`src/logic/ooo_pkg.sv`:
```
// shared sizes and types for the integer out-of-order back end
// sizes are fixed here, no module takes a size parameter
// free queue depth assumes at most ROB_SIZE destinations in flight
package ooo_pkg;

    localparam int XLEN       = 32;
    localparam int AREG_COUNT = 32;
    localparam int PREG_COUNT = 64;
    localparam int ROB_SIZE   = 16;
    localparam int RS_SIZE    = 4;
    localparam int FREE_COUNT = PREG_COUNT - AREG_COUNT;  // regs 32..63 free at reset

    typedef logic [XLEN-1:0]                 word_t;
    typedef logic [$clog2(AREG_COUNT)-1:0]   areg_t;
    typedef logic [$clog2(PREG_COUNT)-1:0]   preg_t;
    typedef logic [$clog2(ROB_SIZE)-1:0]     rob_idx_t;
    typedef logic [$clog2(ROB_SIZE):0]       rob_cnt_t;   // 0..ROB_SIZE
    typedef logic [$clog2(RS_SIZE)-1:0]      rs_idx_t;
    typedef logic [$clog2(FREE_COUNT)-1:0]   free_idx_t;
    typedef logic [$clog2(FREE_COUNT):0]     free_cnt_t;  // 0..FREE_COUNT

    // x0, never renamed, backed by physical reg 0
    localparam areg_t ZERO_REG = '0;

    typedef enum logic [3:0] {
        ALU_ADD,
        ALU_SUB,
        ALU_AND,
        ALU_OR,
        ALU_XOR,
        ALU_SLL,
        ALU_SRL,
        ALU_SRA,
        ALU_SLT,
        ALU_SLTU
    } alu_func_t;

endpackage

```
`src/logic/rename_map.sv`:
```
// speculative map (rat) and committed map (rrat)
// x0 always reads physical reg 0 and is never written in either map
// no recovery path, the speculative map is never restored
`timescale 1ns/1ps

module rename_map import ooo_pkg::*; (
    input  logic  clock,
    input  logic  reset,
    input  logic  rename_en,
    input  areg_t opa_areg,
    input  areg_t opb_areg,
    input  areg_t dest_areg,
    input  preg_t new_preg,
    input  logic  commit_en,
    input  areg_t commit_areg,
    input  preg_t commit_preg,
    output preg_t opa_preg,
    output preg_t opb_preg,
    output logic  free_preg_en,
    output preg_t free_preg
);

    preg_t spec_map [AREG_COUNT];
    preg_t arch_map [AREG_COUNT];

    // lookup sees the map before this cycle's dest write
    assign opa_preg = (opa_areg == ZERO_REG) ? '0 : spec_map[opa_areg];
    assign opb_preg = (opb_areg == ZERO_REG) ? '0 : spec_map[opb_areg];

    // old committed mapping goes back to the free queue
    assign free_preg_en = commit_en && (commit_areg != ZERO_REG);
    assign free_preg    = arch_map[commit_areg];

    always_ff @(posedge clock) begin
        if (reset) begin
            for (int i = 0; i < AREG_COUNT; i++) begin
                spec_map[i] <= preg_t'(i);   // identity map at start
                arch_map[i] <= preg_t'(i);
            end
        end else begin
            if (rename_en && (dest_areg != ZERO_REG))
                spec_map[dest_areg] <= new_preg;
            if (commit_en && (commit_areg != ZERO_REG))
                arch_map[commit_areg] <= commit_preg;
        end
    end

    // a commit never frees the register it is committing
    assert property (@(posedge clock) disable iff (reset)
        free_preg_en |-> (free_preg != commit_preg));

endmodule

```
`config.mk`:
```
export PLATFORM = sky130hd
export DESIGN_NAME = rename_map
export DESIGN_NICKNAME = d
export VERILOG_FILES = /design/src/logic/ooo_pkg.sv /design/src/logic/rename_map.sv
export SDC_FILE = /design/constraint.sdc
export NUM_CORES = 1
export LEC_CHECK = 0
export BUFFER_PORTS_ARGS = -buffer_cell sky130_fd_sc_hd__buf_4
export CAP_MARGIN = 10
export CORE_MARGIN = 10
export CORE_UTILIZATION = 60
export CTS_CLUSTER_DIAMETER = 40
export CTS_CLUSTER_SIZE = 25
export DETAILED_ROUTE_END_ITERATION = 8
export GPL_ROUTABILITY_DRIVEN = 0
export GPL_TIMING_DRIVEN = 0
export PLACE_DENSITY = 0.77
export REMOVE_ABC_BUFFERS = 1
export SYNTH_ARGS = -nofsm -noshare
export SYNTH_HDL_FRONTEND = slang
export SYNTH_SLANG_ARGS = --single-unit
```
`constraint.sdc`:
```
create_clock -name clock -period 5 [get_ports clock]
set_input_delay 0.25 -clock clock [delete_from_list [all_inputs] [get_ports clock]]
set_output_delay 0.25 -clock clock [all_outputs]
set_load 0.01 [all_outputs]
```
==> results.md <==
- Final setup fails: 0
- Hold_buf cts: 0
- Synth area leaders: edfxtp_1 59%, mux4_2 16%, and2_1 6.8%
- Worst Hold End: spec_map[4][2]$_SDFFCE_PN1P_
- Share of cells above drive strength 1: 27.5%
- Startpoint types: input pin
- Largest net degree at the start of global routing: slightly below 80
- Synth Flop Type: edfxtp_1
- Area leader, netlist: edfxtp_1
- Die Span X: ~200 um
- Post-route ant nets: 0
- I/O Buffers: 54
- Area delta synth->final: 11.7%
- CTS Buf Count: 51
- First-pass GRT wire length: approximately 72000 um
- Clock Tree Buf Depth: 3
- FMAX: 332 MHz
- Flop pwr share: 45.6%
- Sw power: 0.00210 W
- Clock root buffer: clkbuf_16
- Avg WL per Cell: 25.0 um
- Initial core utilization: 60.7%
- CP max stage cell: nand3_1
- Clock network fraction of design power: around 45%
- Die Span Y: slightly above 200 um
- Post-CTS Setup Inserts: 0
- Synth cell types: 38
- Post-DP Area: 20200 um2
- CP Max Fanout: 53
- Total GRT Usage: 22.9%
- Gate power share: 9.2%
- Worst hold path class: in2reg
- Setup_tns: 0 ns
- Utilization after layout: roughly 68%
- Worst slew pin tran: 1.23 ns
- Synth top area share: between 50% and 60%
- Hpwl dp: roughly 29000 um
- Leakage power: 7.33 nW
- Starting DRC count in detailed routing: 981
- Synth Register Bits: 384
- Vias/cell: approximately 6.5
- Core box area: approximately 32000 um2
- Max-cap viol count: 0
- Status: complete, no violations
- PD cells: 378 nW/um2
- EDFF count, synth: 384
- Vias post-DR: 11.8k
- Total iterations of the first detailed-routing run: 5
- P_int: 0.00621 W
- Path type of the worst setup path: in2reg
- Number of I/O pins: 55
- Final WL: 45800 um
- Sw frac: 25.3%
- CP required: 5.29 ns
- Initial antenna violation count: 0
- Crit share post-route: between 60% and 70%
- Row cnt: 66
- Fin. Hold Viols: 0
- Reg clk slew, reported paths: 0.06 ns
- Mapped Area: about 20000 um2
- Number of global-route vias before repair: about 12k
- CP endpoint kind: flop
- Slew Limit Headroom: a little under a fifth
- Mapped Cells: 1353
- Critical Path AT: approximately 3.3 ns
- Final Net Count: 1382
- Mapped Avg Cell Area: approximately 15 um2
- CTS tree: yes
- Antenna cells: 0
- Top-count cell post-synth: edfxtp_1
- # resized after CTS: 0
- Max IR drop VDD: 0.399 mV
- Fillers: 2163
- Unrepaired setup endpoints after global routing: no
- Area of the die: 40500 um2
- Crit path cell chain: buf_4 -> nand3_1 -> nor3_1 -> or2_2
- DRC: 0
- Hold Crit Depth: 3
- Final Critical Period: ~3.0 ns
- H-tree depth: 2
- Sink Count: 384
- Fin area: 22000 um2
- Max stage delay on crit path: approximately 1.0 ns
- Total grt overflow: 0
- Hold wc startpoint: dest_areg[0]
- Seq/Total Area, Yosys: 58.5%
- Pins Over Slew Limit: 0
- Asr flop ratio synth: 0%
- Syn. warnings: 0
- Top post-synthesis cells by count: 384 x edfxtp_1, 214 x and2_1, 136 x mux4_2, 133 x or3_1, 92 x clkbuf_1
==> final cells by class <==
cell class                      count  area [um2]  share of cell area [%]
Multi-Input combinational cell    854        7690                    34.9
Timing Repair Buffer               55         433                    1.97
Sequential cell                   384       11500                    52.4
Tap cell                          442         553                    2.51
Clock buffer                       56        1340                    6.07
Clock inverter                     40         479                    2.18
==> routing by layer <==
metal  global-route usage (%)  wire [um]  share of wire, %
met5                        0          0                 0
met4                     10.3       1770               3.9
met3                     4.02       3640               7.9
met2                     37.1      22500                49
met1                     29.8      17800                39
==> per-stage QoR <==
stage	power, W	hold slack, ns	setup WS [ns]	std cells
6_report	0.00831	0.0992	1.99	1831
5_1_grt	0.00854	0.118	1.62	1831
3_3_place_gp	0.00459	0.668	1.43	1734
4_1_cts	0.00835	0.0679	1.92	1831
2_1_floorplan	0.00424	0.362	3.06	1238
3_5_place_dp	0.00461	0.675	1.34	1735
==> logic make-up after synthesis <==
group / Yosys count / synth area share, %
simple gates: 575 / 17.4
flops: 384 / 58.5
mux: 197 / 18.8
buf+inv: 126 / 2.70
compound gates: 70 / 2.58
other cells: 1 / 0.0190
==> worst max-delay path by stage <==
stage | cells past startpoint | end | startpoint | slack [ns]
after floorplan | 4 | arch_map[15][0]$_SDFFCE_PN1P_ | commit_en | 3.06
after global placement | 4 | arch_map[7][5]$_SDFFCE_PN0P_ | commit_areg[0] | 1.43
after detailed placement | 4 | arch_map[7][0]$_SDFFCE_PN1P_ | commit_areg[0] | 1.34
after CTS | 4 | arch_map[7][0]$_SDFFCE_PN1P_ | commit_areg[0] | 1.92
after global routing | 4 | arch_map[7][0]$_SDFFCE_PN1P_ | commit_areg[0] | 1.62
final | 4 | arch_map[7][5]$_SDFFCE_PN0P_ | commit_areg[0] | 1.99
==> placed cells by master, fill, tap and decap left out, types with 3 or more instances in the layout <==
cell        synthesis  final
and2_1            214    214
inv_6               0      5
o21a_1              4      4
o31ai_1             4      4
nor3_1             11     11
nand3b_1           11     11
edfxtp_1          384    384
nand2b_1           35     35
a211oi_1           15     15
mux2i_1            30     30
nand2_1            12     12
nor2b_1            20     20
nand3_1             6      6
or2_2              65     65
o21ai_0            13     13
o22ai_1             7      7
a311oi_1            5      5
clkbuf_16           0     53
a221oi_1            8      8
or4_1               3      3
or3_1             133    133
conb_1              1     12
mux2_2             31     31
mux4_2            136    136
clkinvlp_4          0      6
clkbuf_1           92      3
clkinv_2            0      4
inv_8               0      8
nor2_1             60     60
clkinv_8            0      9
buf_4               5     54
a22oi_1             5      5
==> flip-flops by register name, indices dropped and copies added (netlist names) <==
| register | flops |
|---|---|
| arch_map | 192 |
| spec_map | 192 |
==> worst max-delay path, delay by kind of cell <==
kind	cells	cell delay, ns
buf+inv	1	0.73
simple gates	3	2.27
==> power by group through the flow <==
stage	Clock [W]	Sequential, W	Combinational, W
floorplan	0	0.00382	0.000420
global placement	0	0.00384	0.000745
detailed placement	0	0.00386	0.000756
CTS	0.00380	0.00379	0.000760
global route	0.00393	0.00381	0.000805
finish	0.00376	0.00379	0.000762
(Power assumes the default switching activity.)
