==> src/logic/ooo_pkg.sv <==
// shared sizes and types for the integer out-of-order back end
// sizes are fixed here, no module takes a size parameter
// free queue depth assumes at most ROB_SIZE destinations in flight
package ooo_pkg;

    localparam int XLEN       = 32;
    localparam int AREG_COUNT = 32;
    localparam int PREG_COUNT = 64;
    localparam int ROB_SIZE   = 16;
    localparam int RS_SIZE    = 4;
    localparam int FREE_COUNT = PREG_COUNT - AREG_COUNT;  // regs 32..63 free at reset

    typedef logic [XLEN-1:0]                 word_t;
    typedef logic [$clog2(AREG_COUNT)-1:0]   areg_t;
    typedef logic [$clog2(PREG_COUNT)-1:0]   preg_t;
    typedef logic [$clog2(ROB_SIZE)-1:0]     rob_idx_t;
    typedef logic [$clog2(ROB_SIZE):0]       rob_cnt_t;   // 0..ROB_SIZE
    typedef logic [$clog2(RS_SIZE)-1:0]      rs_idx_t;
    typedef logic [$clog2(FREE_COUNT)-1:0]   free_idx_t;
    typedef logic [$clog2(FREE_COUNT):0]     free_cnt_t;  // 0..FREE_COUNT

    // x0, never renamed, backed by physical reg 0
    localparam areg_t ZERO_REG = '0;

    typedef enum logic [3:0] {
        ALU_ADD,
        ALU_SUB,
        ALU_AND,
        ALU_OR,
        ALU_XOR,
        ALU_SLL,
        ALU_SRL,
        ALU_SRA,
        ALU_SLT,
        ALU_SLTU
    } alu_func_t;

endpackage

==> src/logic/cdb_if.sv <==
// common data bus, one result per cycle from the single ALU
// valid is a one cycle pulse, payload only meaningful while it is high
`timescale 1ns/1ps

interface cdb_if import ooo_pkg::*; ();

    logic     valid;
    word_t    value;
    preg_t    dest_preg;   // tag for wakeup and prf write
    rob_idx_t rob_idx;     // slot to mark done

    // ALU drives the bus
    modport source (output valid, value, dest_preg, rob_idx);

    // station, prf and rob listen
    modport sink (input valid, value, dest_preg, rob_idx);

endinterface

==> src/logic/alu_station.sv <==
// alu reservation station, RS_SIZE entries
// writes into the lowest free slot, issues the lowest ready slot
// operand values at dispatch already include same cycle cdb forwarding
// an entry woken by the cdb can issue from the next cycle on
`timescale 1ns/1ps

module alu_station import ooo_pkg::*; (
    input  logic      clock,
    input  logic      reset,
    input  logic      dispatch_en,
    input  alu_func_t func,
    input  preg_t     opa_preg,
    input  preg_t     opb_preg,
    input  preg_t     dest_preg,
    input  word_t     opa_value,
    input  word_t     opb_value,
    input  logic      opa_ready,
    input  logic      opb_ready,
    input  logic      opb_is_imm,
    input  word_t     imm,
    input  rob_idx_t  rob_idx,
    cdb_if.sink       cdb,
    output logic      rs_full,
    output logic      issue_valid,
    output alu_func_t issue_func,
    output word_t     issue_a,
    output word_t     issue_b,
    output preg_t     issue_preg,
    output rob_idx_t  issue_rob_idx
);

    logic [RS_SIZE-1:0] valid;
    logic [RS_SIZE-1:0] a_rdy;
    logic [RS_SIZE-1:0] b_rdy;
    logic [RS_SIZE-1:0] ready_vec;
    alu_func_t          func_q [RS_SIZE];
    word_t              a_val  [RS_SIZE];
    word_t              b_val  [RS_SIZE];
    preg_t              a_tag  [RS_SIZE];
    preg_t              b_tag  [RS_SIZE];
    preg_t              dest_q [RS_SIZE];
    rob_idx_t           rob_q  [RS_SIZE];
    rs_idx_t            free_idx;
    rs_idx_t            issue_idx;

    assign rs_full     = &valid;
    assign ready_vec   = valid & a_rdy & b_rdy;
    assign issue_valid = |ready_vec;

    // downward scan so the lowest index wins
    always_comb begin
        free_idx  = '0;
        issue_idx = '0;
        for (int i = RS_SIZE - 1; i >= 0; i--) begin
            if (!valid[i])
                free_idx = rs_idx_t'(i);
            if (ready_vec[i])
                issue_idx = rs_idx_t'(i);
        end
    end

    assign issue_func    = func_q[issue_idx];
    assign issue_a       = a_val[issue_idx];
    assign issue_b       = b_val[issue_idx];
    assign issue_preg    = dest_q[issue_idx];
    assign issue_rob_idx = rob_q[issue_idx];

    always_ff @(posedge clock) begin
        if (reset) begin
            valid <= '0;
        end else begin
            if (issue_valid)
                valid[issue_idx] <= 1'b0;   // freed on issue
            if (dispatch_en)
                valid[free_idx] <= 1'b1;
        end
    end

    ////////////////////////////////////////
    // wakeup and entry write
    ////////////////////////////////////////
    always_ff @(posedge clock) begin
        for (int i = 0; i < RS_SIZE; i++) begin
            if (cdb.valid && valid[i] && !a_rdy[i] && (a_tag[i] == cdb.dest_preg)) begin
                a_val[i] <= cdb.value;
                a_rdy[i] <= 1'b1;
            end
            if (cdb.valid && valid[i] && !b_rdy[i] && (b_tag[i] == cdb.dest_preg)) begin
                b_val[i] <= cdb.value;
                b_rdy[i] <= 1'b1;
            end
        end
        if (dispatch_en) begin
            func_q[free_idx] <= func;
            a_tag[free_idx]  <= opa_preg;
            b_tag[free_idx]  <= opb_preg;
            a_val[free_idx]  <= opa_value;
            a_rdy[free_idx]  <= opa_ready;
            b_val[free_idx]  <= opb_is_imm ? imm : opb_value;  // imm replaces rs2
            b_rdy[free_idx]  <= opb_is_imm || opb_ready;
            dest_q[free_idx] <= dest_preg;
            rob_q[free_idx]  <= rob_idx;
        end
    end

    // rob must hold back non-halt dispatch while the station is full
    assert property (@(posedge clock) disable iff (reset)
        dispatch_en |-> !rs_full);

endmodule

==> src/flat_wrapper.sv <==
// flat-port wrapper written by rule: the top's interface ports become plain ports
module alu_station_flat import ooo_pkg::*;
  (clock, reset, dispatch_en, func, opa_preg, opb_preg, dest_preg, opa_value, opb_value, opa_ready, opb_ready, opb_is_imm, imm, rob_idx, rs_full, issue_valid, issue_func, issue_a, issue_b, issue_preg, issue_rob_idx, cdb_valid, cdb_value, cdb_dest_preg, cdb_rob_idx);
  cdb_if cdb_i ();
  input  logic clock;
  input  logic reset;
  input  logic dispatch_en;
  input  alu_func_t func;
  input  preg_t opa_preg;
  input  preg_t opb_preg;
  input  preg_t dest_preg;
  input  word_t opa_value;
  input  word_t opb_value;
  input  logic opa_ready;
  input  logic opb_ready;
  input  logic opb_is_imm;
  input  word_t imm;
  input  rob_idx_t rob_idx;
  output logic rs_full;
  output logic issue_valid;
  output alu_func_t issue_func;
  output word_t issue_a;
  output word_t issue_b;
  output preg_t issue_preg;
  output rob_idx_t issue_rob_idx;
  input wire logic [$bits(cdb_i.valid)-1:0] cdb_valid;
  input wire logic [$bits(cdb_i.value)-1:0] cdb_value;
  input wire logic [$bits(cdb_i.dest_preg)-1:0] cdb_dest_preg;
  input wire logic [$bits(cdb_i.rob_idx)-1:0] cdb_rob_idx;
  assign cdb_i.valid = cdb_valid;
  assign cdb_i.value = cdb_value;
  assign cdb_i.dest_preg = cdb_dest_preg;
  assign cdb_i.rob_idx = cdb_rob_idx;
  alu_station u_core (.clock(clock), .reset(reset), .dispatch_en(dispatch_en), .func(func), .opa_preg(opa_preg), .opb_preg(opb_preg), .dest_preg(dest_preg), .opa_value(opa_value), .opb_value(opb_value), .opa_ready(opa_ready), .opb_ready(opb_ready), .opb_is_imm(opb_is_imm), .imm(imm), .rob_idx(rob_idx), .cdb(cdb_i), .rs_full(rs_full), .issue_valid(issue_valid), .issue_func(issue_func), .issue_a(issue_a), .issue_b(issue_b), .issue_preg(issue_preg), .issue_rob_idx(issue_rob_idx));
endmodule
==> config.mk <==
export PLATFORM = sky130hd
export DESIGN_NAME = alu_station_flat
export DESIGN_NICKNAME = d
export VERILOG_FILES = /design/src/logic/ooo_pkg.sv /design/src/logic/cdb_if.sv /design/src/logic/alu_station.sv /design/src/flat_wrapper.sv
export SDC_FILE = /design/constraint.sdc
export NUM_CORES = 1
export LEC_CHECK = 0
export BUFFER_PORTS_ARGS = -buffer_cell sky130_fd_sc_hd__buf_2
export CORE_ASPECT_RATIO = 0.6
export CORE_UTILIZATION = 52
export CTS_CLUSTER_DIAMETER = 150
export DETAILED_ROUTE_END_ITERATION = 10
export GPL_TIMING_DRIVEN = 0
export PLACE_DENSITY_LB_ADDON = 0.2
export RECOVER_POWER = 50
export SKIP_CTS_REPAIR_TIMING = 1
export SYNTH_ARGS = -nofsm -noshare
export SYNTH_HDL_FRONTEND = slang
export SYNTH_SLANG_ARGS = --single-unit
==> constraint.sdc <==
create_clock -name clock -period 4.36 [get_ports clock]
set_clock_uncertainty 0.2 [all_clocks]
set_input_delay 0.436 -clock clock [delete_from_list [all_inputs] [get_ports clock]]
set_output_delay 0.436 -clock clock [all_outputs]
set_load 0.005 [all_outputs]
==> out/results.txt <==
Root Buffer -> clkbuf_16
CTS tree -> yes
Cell Area, Synth -> 0.0163 mm^2
multi-input logic area -> 0.00485 mm^2
Final Cell Area -> 0.0197 mm^2
Initial Util -> 0.538
number of I/O pins -> 251
Leakage Power -> 7.36 nW
Worst-Margin Slew -> 2.41 ns
vias per cell -> 6.16
Storage cell area -> 0.0111 mm^2
ys async rst share -> 0
chip width -> 231 um
syn nets -> 1549
Detailed Route WL -> 53000 um
Peak VDD IR -> 0.000333 V
slew margin rel. -> -0.616
antenna violations before repair -> 6
share of post-route cells with drive strength above 1 -> 0.179
row count -> 49
Post-DP Area -> 0.0184 mm^2
FILL cells -> 2353
outcome -> complete, but fails checks
Port Buffer Count -> 239
minimum clock period -> 3.88 ns
maximum buffer depth of the clock tree -> 3
pin count of the biggest net entering global routing -> 36
CP Launch Type -> flop
CP endpoint kind -> output pin
RR Endpoint -> u_core.b_val[1][25]
clk_lat worst skew -> 0.53 ns
ANT nets after route -> 0
Final Hold Viols -> 0
Final Setup Violations -> 0
post-synthesis sequential area ratio -> 0.676
peak fanout along the critical path -> 10
Worst EP required -> 3.72 ns
top cells by area, synth -> edfxtp_1 66%, nand2_1 9.0%, a22oi_1 7.3%
r2r setup slk -> 0.58 ns
RSZ-0062 raised after global routing -> false
wire length of the first global-routing pass -> 75600 um
synthesized area per cell -> 11.9 um^2
Die ar. -> 0.0322 mm^2
Mapped Cells -> 1378
Seq cells post-synth -> 372
Peak Freq -> 0.258 GHz
final worst-path cycle share -> 0.890
core area -> 0.0304 mm^2
TritonCTS Buffers -> 36
dpl cells -> 2035
Synth top area share -> 0.661
CTS sink count -> 372
Layout Nets -> 1864
vias in the first global route -> 12.3k
Core Util, Final -> 0.649
WL/cell -> 24.9 um
worst setup path end -> issue_a[23]
H-Tree Level Count -> 2
Final Instance Count excl. Fillers -> 2131
gpl congestion -> 0.928
Total Power -> 8.29 mW
total number of vias -> 13.1k
Layout area overhead -> 20.7%
Hold Path Class -> in2reg
CTS clock-pin slew for the worst setup and hold paths -> 0.07 ns
DR pass1 iterations -> 6
GRT Util Overall -> 0.324
Die H -> 139 um
failing checks -> capacitance limit, slew limit
Yosys cell types -> 37
crit path from -> u_core.valid[1]
Most used DFF post-synth -> edfxtp_1
detailed placement HPWL -> 35300 um
power density over the cells -> 420 mW/mm^2
FF-to-FF Start -> u_core.valid[1]
area leader, netlist -> edfxtp_1
# DRC -> 0
Critical Path AT -> 3.24 ns
Ys Warns -> 0
total global routing overflow -> 0
Worst R2R Path Depth -> 6
CP Class -> reg2out
Post-synth EDFFs -> 360
max_cap viols -> 6
DR iter-0 viols -> 2100
Slew Limit Fails -> 112
layout make-up:
class                           instances  area share
Tap cell                              408      0.0259
Timing Repair Buffer                  277      0.0840
Inverter                                7     0.00133
Buffer                                 97      0.0214
Multi-Input combinational cell        902       0.246
Sequential cell                       372       0.560
Antenna cell                            6    0.000761
Clock inverter                         17      0.0108
Clock buffer                           45      0.0495
through the flow:
| step | setup slack, ns | setup TNS, ns | hold WS, ns |
|---|---|---|---|
| floorplan | 0.190 | 0 | 0.257 |
| global placement | -2.68 | -484.24 | 0.289 |
| detailed placement | 1.26 | 0 | 0.340 |
| CTS | 0.731 | 0 | -0.0972 |
| global route | 0.407 | 0 | 0.00218 |
| finish | 0.480 | 0 | 0.00122 |
kinds of logic after synthesis:
group / count (synthesis) / share of synthesized area
and+or+nand+nor: 436 / 0.105
AOI/OAI and AO/OA: 386 / 0.145
DFF: 372 / 0.676
buffers and inverters: 104 / 0.0286
xor gates and xnor gates: 48 / 0.0257
muxes: 32 / 0.0196
worst max-delay path, cell delays in order, from the launching register on:
cell and delay, ns:
dfxtp_1 0.30, clkbuf_1 0.18, and3_1 0.20, buf_6 0.16, nor2_4 0.27, buf_6 0.24
clkbuf_1 0.49, a22oi_1 0.14, o21ai_0 0.52, buf_2 0.22
state kept, by name, summed over array words and instances, names as in the netlist, 16 cells and up:
signal,flops
u_core.rob_q,16
u_core.dest_q,24
u_core.b_val,128
u_core.b_tag,24
u_core.func_q,16
u_core.a_val,128
u_core.a_tag,24
per-layer routing:
metal / part of all wire / track usage / vias up
met2: 0.44 / 0.472 / 968
met4: 0.028 / 0.116 / 2
met3: 0.14 / 0.0912 / 138
li1: - / - / 5743
met5: 0.00025 / 0 / -
met1: 0.40 / 0.464 / 6268
cell usage after synthesis (2+ instances only):
cell type,count
a21oi_1,7
a22oi_1,158
a31oi_1,2
and3_1,3
buf_1,7
buf_2,29
buf_4,3
buf_6,4
clkbuf_1,54
clkinv_1,4
dfxtp_1,12
edfxtp_1,360
inv_1,3
mux2i_1,32
nand2_1,393
nand3_1,7
nand4_1,5
nor2_1,11
nor4_1,6
o21ai_0,211
o21ai_1,2
or3_1,2
or4_1,3
xnor2_1,22
xor2_1,26
worst min-delay path by stage:
stage                               start                  to  slack [ns]  cells past startpoint
after global placement    u_core.a_rdy[0]     u_core.a_rdy[0]        0.29                      2
after floorplan           u_core.a_rdy[0]     u_core.a_rdy[0]        0.26                      2
after global routing         opa_value[9]  u_core.a_val[2][9]       0.002                      3
after detailed placement  u_core.a_rdy[0]     u_core.a_rdy[0]        0.34                      2
after CTS                     opb_preg[0]  u_core.b_tag[1][0]        -0.1                      1
final                        opa_value[9]  u_core.a_val[2][9]       0.001                      3
cell usage in the layout (no fill, tap or decap), types with 6 or more instances in the layout:
cell type / netlist / final
o21ai_0: 211 / 205
nand2_1: 393 / 392
clkbuf_16: 0 / 37
nor4_1: 6 / 6
buf_2: 29 / 231
dlygate4sd3_1: 0 / 28
o21ai_1: 2 / 6
clkinv_1: 4 / 8
a22oi_1: 158 / 158
diode_2: 0 / 6
xor2_1: 26 / 26
clkbuf_1: 54 / 99
edfxtp_1: 360 / 360
a21oi_1: 7 / 7
xnor2_1: 22 / 22
mux2i_1: 32 / 32
nor2_1: 11 / 11
nand3_1: 7 / 7
dfxtp_1: 12 / 12
where the power goes:
part | switching (mW) | internal, mW
Combinational | 0.583 | 0.323
Clock | 1.36 | 1.89
Sequential | 0.0495 | 4.09
Total | 1.99 | 6.30
Note: power is estimated with default switching activity, not from simulation.
