### config.mk
export PLATFORM = sky130hd
export DESIGN_NAME = alu_unit_flat
export DESIGN_NICKNAME = d
export VERILOG_FILES = /design/src/logic/ooo_pkg.sv /design/src/logic/cdb_if.sv /design/src/logic/alu_unit.sv /design/src/flat_wrapper.sv
export SDC_FILE = /design/constraint.sdc
export NUM_CORES = 1
export LEC_CHECK = 0
export BUFFER_PORTS_ARGS = -buffer_cell sky130_fd_sc_hd__buf_4
export CAP_MARGIN = 20
export CORE_MARGIN = 2
export CORE_UTILIZATION = 65
export CTS_BUF_LIST = sky130_fd_sc_hd__clkbuf_4 sky130_fd_sc_hd__clkbuf_8 sky130_fd_sc_hd__clkbuf_16
export CTS_CLUSTER_SIZE = 20
export DETAILED_ROUTE_END_ITERATION = 16
export PLACE_DENSITY = 0.88
export SYNTH_ARGS = -nofsm -noshare
export SYNTH_HDL_FRONTEND = slang
export SYNTH_SLANG_ARGS = --single-unit
### constraint.sdc
create_clock -name clock -period 10.1 [get_ports clock]
set_clock_uncertainty 0.05 [all_clocks]
set_input_delay 2.02 -clock clock [delete_from_list [all_inputs] [get_ports clock]]
set_output_delay 2.02 -clock clock [all_outputs]
set_load 0.03 [all_outputs]
### src/logic/ooo_pkg.sv
// shared sizes and types for the integer out-of-order back end
// sizes are fixed here, no module takes a size parameter
// free queue depth assumes at most ROB_SIZE destinations in flight
package ooo_pkg;

    localparam int XLEN       = 32;
    localparam int AREG_COUNT = 32;
    localparam int PREG_COUNT = 64;
    localparam int ROB_SIZE   = 16;
    localparam int RS_SIZE    = 4;
    localparam int FREE_COUNT = PREG_COUNT - AREG_COUNT;  // regs 32..63 free at reset

    typedef logic [XLEN-1:0]                 word_t;
    typedef logic [$clog2(AREG_COUNT)-1:0]   areg_t;
    typedef logic [$clog2(PREG_COUNT)-1:0]   preg_t;
    typedef logic [$clog2(ROB_SIZE)-1:0]     rob_idx_t;
    typedef logic [$clog2(ROB_SIZE):0]       rob_cnt_t;   // 0..ROB_SIZE
    typedef logic [$clog2(RS_SIZE)-1:0]      rs_idx_t;
    typedef logic [$clog2(FREE_COUNT)-1:0]   free_idx_t;
    typedef logic [$clog2(FREE_COUNT):0]     free_cnt_t;  // 0..FREE_COUNT

    // x0, never renamed, backed by physical reg 0
    localparam areg_t ZERO_REG = '0;

    typedef enum logic [3:0] {
        ALU_ADD,
        ALU_SUB,
        ALU_AND,
        ALU_OR,
        ALU_XOR,
        ALU_SLL,
        ALU_SRL,
        ALU_SRA,
        ALU_SLT,
        ALU_SLTU
    } alu_func_t;

endpackage

### src/logic/cdb_if.sv
// common data bus, one result per cycle from the single ALU
// valid is a one cycle pulse, payload only meaningful while it is high
`timescale 1ns/1ps

interface cdb_if import ooo_pkg::*; ();

    logic     valid;
    word_t    value;
    preg_t    dest_preg;   // tag for wakeup and prf write
    rob_idx_t rob_idx;     // slot to mark done

    // ALU drives the bus
    modport source (output valid, value, dest_preg, rob_idx);

    // station, prf and rob listen
    modport sink (input valid, value, dest_preg, rob_idx);

endinterface

### src/logic/alu_unit.sv
// single cycle integer alu, output register is the cdb
// shifts use the low 5 bits of operand b, slt/sltu give 0 or 1
`timescale 1ns/1ps

module alu_unit import ooo_pkg::*; (
    input  logic      clock,
    input  logic      reset,
    input  logic      issue_valid,
    input  alu_func_t issue_func,
    input  word_t     issue_a,
    input  word_t     issue_b,
    input  preg_t     issue_preg,
    input  rob_idx_t  issue_rob_idx,
    cdb_if.source     cdb
);

    word_t                     result;
    logic [$clog2(XLEN)-1:0]   shamt;

    assign shamt = issue_b[$clog2(XLEN)-1:0];

    always_comb begin
        case (issue_func)
            ALU_ADD:  result = issue_a + issue_b;
            ALU_SUB:  result = issue_a - issue_b;
            ALU_AND:  result = issue_a & issue_b;
            ALU_OR:   result = issue_a | issue_b;
            ALU_XOR:  result = issue_a ^ issue_b;
            ALU_SLL:  result = issue_a << shamt;
            ALU_SRL:  result = issue_a >> shamt;
            ALU_SRA:  result = word_t'($signed(issue_a) >>> shamt);
            ALU_SLT:  result = word_t'($signed(issue_a) < $signed(issue_b));
            ALU_SLTU: result = word_t'(issue_a < issue_b);
            default:  result = '0;    // unused encodings
        endcase
    end

    // one pulse per issued op
    always_ff @(posedge clock) begin
        if (reset)
            cdb.valid <= 1'b0;
        else
            cdb.valid <= issue_valid;
    end

    always_ff @(posedge clock) begin
        if (issue_valid) begin
            cdb.value     <= result;
            cdb.dest_preg <= issue_preg;
            cdb.rob_idx   <= issue_rob_idx;
        end
    end

endmodule

### src/flat_wrapper.sv
// flat-port wrapper written by rule: the top's interface ports become plain ports
module alu_unit_flat import ooo_pkg::*;
  (clock, reset, issue_valid, issue_func, issue_a, issue_b, issue_preg, issue_rob_idx, cdb_valid, cdb_value, cdb_dest_preg, cdb_rob_idx);
  cdb_if cdb_i ();
  input  logic clock;
  input  logic reset;
  input  logic issue_valid;
  input  alu_func_t issue_func;
  input  word_t issue_a;
  input  word_t issue_b;
  input  preg_t issue_preg;
  input  rob_idx_t issue_rob_idx;
  output wire logic [$bits(cdb_i.valid)-1:0] cdb_valid;
  output wire logic [$bits(cdb_i.value)-1:0] cdb_value;
  output wire logic [$bits(cdb_i.dest_preg)-1:0] cdb_dest_preg;
  output wire logic [$bits(cdb_i.rob_idx)-1:0] cdb_rob_idx;
  assign cdb_valid = cdb_i.valid;
  assign cdb_value = cdb_i.value;
  assign cdb_dest_preg = cdb_i.dest_preg;
  assign cdb_rob_idx = cdb_i.rob_idx;
  alu_unit u_core (.clock(clock), .reset(reset), .issue_valid(issue_valid), .issue_func(issue_func), .issue_a(issue_a), .issue_b(issue_b), .issue_preg(issue_preg), .issue_rob_idx(issue_rob_idx), .cdb(cdb_i));
endmodule
==> flow_summary.yaml, run 1 <==
detailed_routing:
  m1WireLength_um: 13400
  wl_met3_um: 5350
  drt_iter0_markers: 1966
  top_layer: "met4"
  met2_wirelength_um: 16100
  dr.pass1.iters: 7
  final_antenna_net_count: 0
  drc: 0
  vias_per_cell: 7.47
  drt-total-wl_um: 37100
  vias: 11100
  wl_per_cell_um: 25.0
timing:
  hold_viol: 0
  worst_slew_pin_slew_ns: 0.894
  relSlewSlack_pct: 39.7
  fin_crit_ns: 6.16
  period_share_pct: 61.0
  maxSlewViolCount: 0
  max_freq_mhz: 162
  rsz0062_at_grt: "false"
  setup-tns-final_ns: 0
  setup_viol: 0
floorplanning:
  core_um2: 14600
  row_count: 44
  io_pins: 124
  dieArea_um2: 15900
  die_h_um: 126
  initial_core_util_pct: 66.6
  die_width_um: 126
synthesis:
  synthCells: 1252
  syn-cell-area_um2: 9710
  synth_edf_count: 42
  synth.distinct_cells: 77
  synth_flop_cell: "edfxtp_1"
  ys_async_sr_fraction_pct: 0
  ys_ff_latch: 43
  avgSynthCellArea_um2: 7.76
  syn-num-nets: 1433
  yosysWarnings: 0
  synth.area.top_cells: "mux4_2 14%, edfxtp_1 13%, ha_1 13%"
  synth_seq_area_share_pct: 13.2
  synth_largest_area_cell: "mux4_2"
  yosysTopAreaCellShare_pct: 14.1
setup_path:
  cp_slowest_cell: "a2111oi_1"
  critPathArrivalTime_ns: 6.16
  end_kind: "flop"
  worstPathRequired_ns: 10.10
  critical_path_cell_count: 12
  cp.buffers_inverters: 3
  crit_type: "input pin to flop"
  start_kind: "input pin"
  critical-path-top-delay-family: "buffers and inverters"
  cp_max_fo: 55
  max_stage_delay_ns: 0.68
  worstPathCellList: "buf_4 > clkinv_1 > ha_1 > nor2_1 > o211ai_1 > a2111oi_1 > a2111oi_1 > buf_4 > nor3_1 > o21ai_1 > nor3b_1 > or4_1"
worst_hold_path:
  hold_path_end: "u_core.cdb.valid$_SDFF_PP0_"
  min_path_cells: 2
  hp-class: "input pin to flop"
  hp-start: "reset"
finish:
  final_util_pct: 73.4
  final_cell_mix: "159 x nor2_1, 132 x buf_4, 116 x a21oi_1"
  area_growth_pct: 10.3
  nets: 1476
  final_common_cell: "nor2_1"
  n_fill_cell: 1151
  drive_gt1_share_pct: 17.0
grt:
  grt_pass1_vias: 9642
  grt_usage_pct: 44.7
  grt_max_degree: 70
  grt_pass1_wl_um: 55800
  grt_overflow_total: 0
  antenna_found_initial: 0
clock_tree:
  cts_resized: 0
  htree_num_levels: 2
  cts_buffer_depth: 2
  ctsHoldBuffers: 0
  post_cts_buffers: 0
  root_buffer: "clkbuf_16"
  cts_tree: "yes"
  cts_sinks: 43
  clk_pin_slew_ns: 0.07
  cts_buffers: 5
run_status:
  status: "completed"
power:
  p_leak_uw: 0.00451
  peakVddDrop_mv: 0.0696
  p_per_area_nw_per_um2: 93.5
placed_design:
  dp_hpwl_um: 27600
  io_buffers: 123
  gp_congestion: 1.10
run:
  max_cap_viol_count: 0
layer usage:
layer,vias to the layer above,global-route usage [%]
li1,4794,-
met1,5060,60.8
met2,1024,69.6
met3,179,8.92
met4,0,19.5
met5,-,0
synthesized netlist by cell type (all sizes together), types with 4 or more instances:
library cell and number:
a221o 10, o21ai 110, nand4 8, nand2 79, a211oi 25, o31ai 12, o21bai 14, ha 98
or3 13, and3 5, o221ai 8, or4 4, mux4 61, nand3 20, buf 26, a31oi 14
nor3 30, nor2b 10, a21o 15, nor4 8, o21a 6, clkbuf 70, mux2i 30, o2111ai 6
mux2 7, o31a 4, edfxtp 42, nor2 159, and2 4, o311ai 5, a211o 4, xnor2 16
a2111oi 8, o22ai 9, a21oi 116, nand2b 13, o211ai 21, a221oi 19, inv 93
stage by stage:
stage	hold slack [ns]	setup WS, ns	instance area, um^2	power, uW	cells
after floorplan	2.04	4.21	9710	596	1252
after global placement	2.13	3.90	10500	769	1472
after detailed placement	2.13	3.82	10500	776	1472
after CTS	1.82	4.10	10700	977	1480
after global routing	1.83	3.75	10700	1040	1480
final	1.81	3.94	10700	1000	1481
final cells by class:
type | instances | area (um^2) | area share, %
Timing Repair Buffer | 132 | 991 | 9.25
Sequential cell | 43 | 1280 | 12.0
Tap cell | 184 | 230 | 2.15
Clock inverter | 3 | 43.8 | 0.409
Antenna cell | 1 | 2.50 | 0.0234
Clock buffer | 5 | 125 | 1.17
Multi-Input combinational cell | 1019 | 7690 | 71.8
Inverter | 94 | 353 | 3.29
state kept, by name, indices dropped and copies added, names as in the netlist:
register              cells
u_core.cdb.value         32
u_core.cdb.dest_preg      6
u_core.cdb.rob_idx        4
u_core.cdb.valid          1
cells by family after synthesis:
family | after synthesis | share of synthesized area, %
and+or+nand+nor | 369 | 17.4
xor gates and xnor gates | 19 | 1.71
buffers and inverters | 190 | 7.73
AOI/OAI and AO/OA | 433 | 28.8
adders and majority gates | 100 | 13.0
DFF | 43 | 13.2
muxes | 98 | 18.1
power by group:
part           internal [uW]  switching (uW)  total, uW  leakage, uW
Combinational            210             363        573      0.00401
Sequential               219            7.04        226     0.000415
Clock                    117            86.1        203    0.0000838
Total                    546             456       1000      0.00451
how the worst max path moves through the flow:
stage	start	end	slack, ns
floorplan	issue_b[2]	u_core.cdb.value[29]$_DFFE_PP_	4.21
global placement	issue_b[4]	u_core.cdb.value[29]$_DFFE_PP_	3.90
detailed placement	issue_b[4]	u_core.cdb.value[29]$_DFFE_PP_	3.82
CTS	issue_b[4]	u_core.cdb.value[29]$_DFFE_PP_	4.10
global route	issue_b[4]	u_core.cdb.value[29]$_DFFE_PP_	3.75
finish	issue_b[4]	u_core.cdb.value[29]$_DFFE_PP_	3.94
Power figures use the tool's default switching activity.
==> run 2, diff against run 1 <==
CORE_UTILIZATION = 55   (was 65)
PLACE_DENSITY = 0.79   (was 0.88)
clock period = 5.6 ns   (was 10.1 ns; I/O delays follow)
==> run 2 against run 1 <==
  * Combinational power is 83% higher
  * Worst setup slack worse by 2.9 ns
  * Worst hold slack worse by 0.90 ns
  * Clock-buffer cell count stayed put
  * Via count is 1.9% lower
  * Sequential share of layout area is 0.13 points lower
  * Clock power is 63% higher
  * Final cell count is 3.5% higher
  * First-iteration DRC count is 21% lower
  * Routed wire length is 6.3% higher
  * Critical path type unchanged
==> flow_summary.yaml, run 2 (synthesized netlist as in run 1, its figures left out) <==
run_status:
  status: "completed"
timing:
  fin_ws_ns: 1.06
  setup_viol: 0
  setup-tns-final_ns: 0
  hold_viol: 0
  period_share_pct: 81.0
  maxSlewViolCount: 0
  max_freq_mhz: 220
  relSlewSlack_pct: 39.9
  rsz0062_at_grt: "false"
  holdWs_ns: 0.910
  worst_slew_pin_slew_ns: 0.878
  fin_crit_ns: 4.54
clock_tree:
  ctsHoldBuffers: 0
  cts_sinks: 43
  cts_resized: 0
  htree_num_levels: 2
  clk_pin_slew_ns: 0.07
  cts_tree: "yes"
  cts_buffer_depth: 2
  root_buffer: "clkbuf_16"
  post_cts_buffers: 0
  cts_buffers: 5
power:
  pwr-share-clk_pct: 18.6
  p_sw_share_pct: 46.9
  p_per_area_nw_per_um2: 165
  power_uw: 1780
  internal_power_uw: 946
  pwr-share-comb_pct: 58.7
  p_switching_uw: 835
  peakVddDrop_mv: 0.135
  p_leak_uw: 0.00455
  sequentialPowerShare_pct: 22.8
setup_path:
  crit_type: "input pin to flop"
  worstPathRequired_ns: 5.59
  critPathArrivalTime_ns: 4.53
  cp_max_fo: 37
  end_kind: "flop"
  start_kind: "input pin"
worst_hold_path:
  hold_path_end: "u_core.cdb.valid$_SDFF_PP0_"
  hp-class: "input pin to flop"
  hp-start: "reset"
  min_path_cells: 2
grt:
  grt_pass1_vias: 9894
  grt_overflow_total: 0
  grt_max_degree: 67
  antenna_found_initial: 1
  grt_pass1_wl_um: 59600
  grt_usage_pct: 42.3
floorplanning:
  io_pins: 124
  die_h_um: 137
  row_count: 48
  dieArea_um2: 18700
  die_width_um: 137
  core_um2: 17300
  initial_core_util_pct: 56.1
placed_design:
  dp_hpwl_um: 29800
  io_buffers: 123
  place_area_um2: 10700
  gp_congestion: 1.03
  place_ws_ns: 0.901
run:
  max_cap_viol_count: 0
detailed_routing:
  dr.pass1.iters: 5
  wl_per_cell_um: 25.7
  drt_iter0_markers: 1551
  drc: 0
  final_antenna_net_count: 0
  drt-total-wl_um: 39400
  vias: 10800
  vias_per_cell: 7.08
finish:
  area_growth_pct: 11.5
  nets: 1487
  drive_gt1_share_pct: 17.7
  fin_area_um2: 10800
  reg_top3: "u_core.cdb.value x32, u_core.cdb.dest_preg x6, u_core.cdb.rob_idx x4"
  final_cell_mix: "159 x nor2_1, 143 x buf_4, 116 x a21oi_1"
  final_common_cell: "nor2_1"
  regMostFlops: "u_core.cdb.value"
  largest_register_ffs: 32
[run 2: changes by cell type in the layout (fill, tap and decap cells not counted)]
cell        change
buf_4          +11
clkinvlp_4      +2
bufinv_16       -1
clkinv_2        -1
clkinv_4        -1
inv_6           +1
[run 2: final cells by class]
class | count | area (um^2)
Multi-Input combinational cell | 1019 | 7690
Fill cell | 1606 | 6470
Sequential cell | 43 | 1280
Timing Repair Buffer | 143 | 1070
Inverter | 94 | 353
Tap cell | 225 | 282
Clock buffer | 5 | 125
Clock inverter | 3 | 23.8
Antenna cell | 1 | 2.50
[run 2: worst max-delay path by stage]
| stage | depth (start not counted) | startpoint | slack (ns) | endpoint |
|---|---|---|---|---|
| after floorplan | 14 | issue_b[2] | 0.61 | u_core.cdb.value[29]$_DFFE_PP_ |
| after global placement | 11 | issue_b[2] | 0.91 | u_core.cdb.value[30]$_DFFE_PP_ |
| after detailed placement | 11 | issue_b[2] | 0.90 | u_core.cdb.value[30]$_DFFE_PP_ |
| after CTS | 11 | issue_b[2] | 1.21 | u_core.cdb.value[30]$_DFFE_PP_ |
| after global routing | 11 | issue_b[2] | 0.80 | u_core.cdb.value[30]$_DFFE_PP_ |
| final | 11 | issue_b[2] | 1.06 | u_core.cdb.value[29]$_DFFE_PP_ |
[run 2: stage by stage]
step                      utilization [%]  cells
after CTS                            62.6   1532
after global routing                 62.6   1532
final                                62.6   1533
after global placement               61.7   1524
after detailed placement             61.7   1524
after floorplan                         -   1252
[run 2: critical path, stage by stage]
cell and delay, ns:
buf_4 0.36, inv_2 0.09, ha_1 0.44, nand3_1 0.11, o22ai_1 0.34, o32ai_1 0.26, a211o_1 0.39, a211oi_1 0.57
o2bb2ai_1 0.20, a2111oi_0 0.09, or4_1 0.56
[run 2: power groups by stage]
stage                     registers, uW  clock network [uW]  logic (uW)
final                               405                 331        1050
after global placement              411                   0        1010
after detailed placement            412                   0        1010
after CTS                           406                 332        1010
after global routing                408                 339        1110
after floorplan                     481                   0         595
[run 2: routing by layer]
metal	wire (um)	share of wire (%)	track usage, %
met4	1880	4.8	17.7
met2	17600	45	66.2
met3	4720	12	7.67
met5	0	0	0
met1	15200	39	57.5
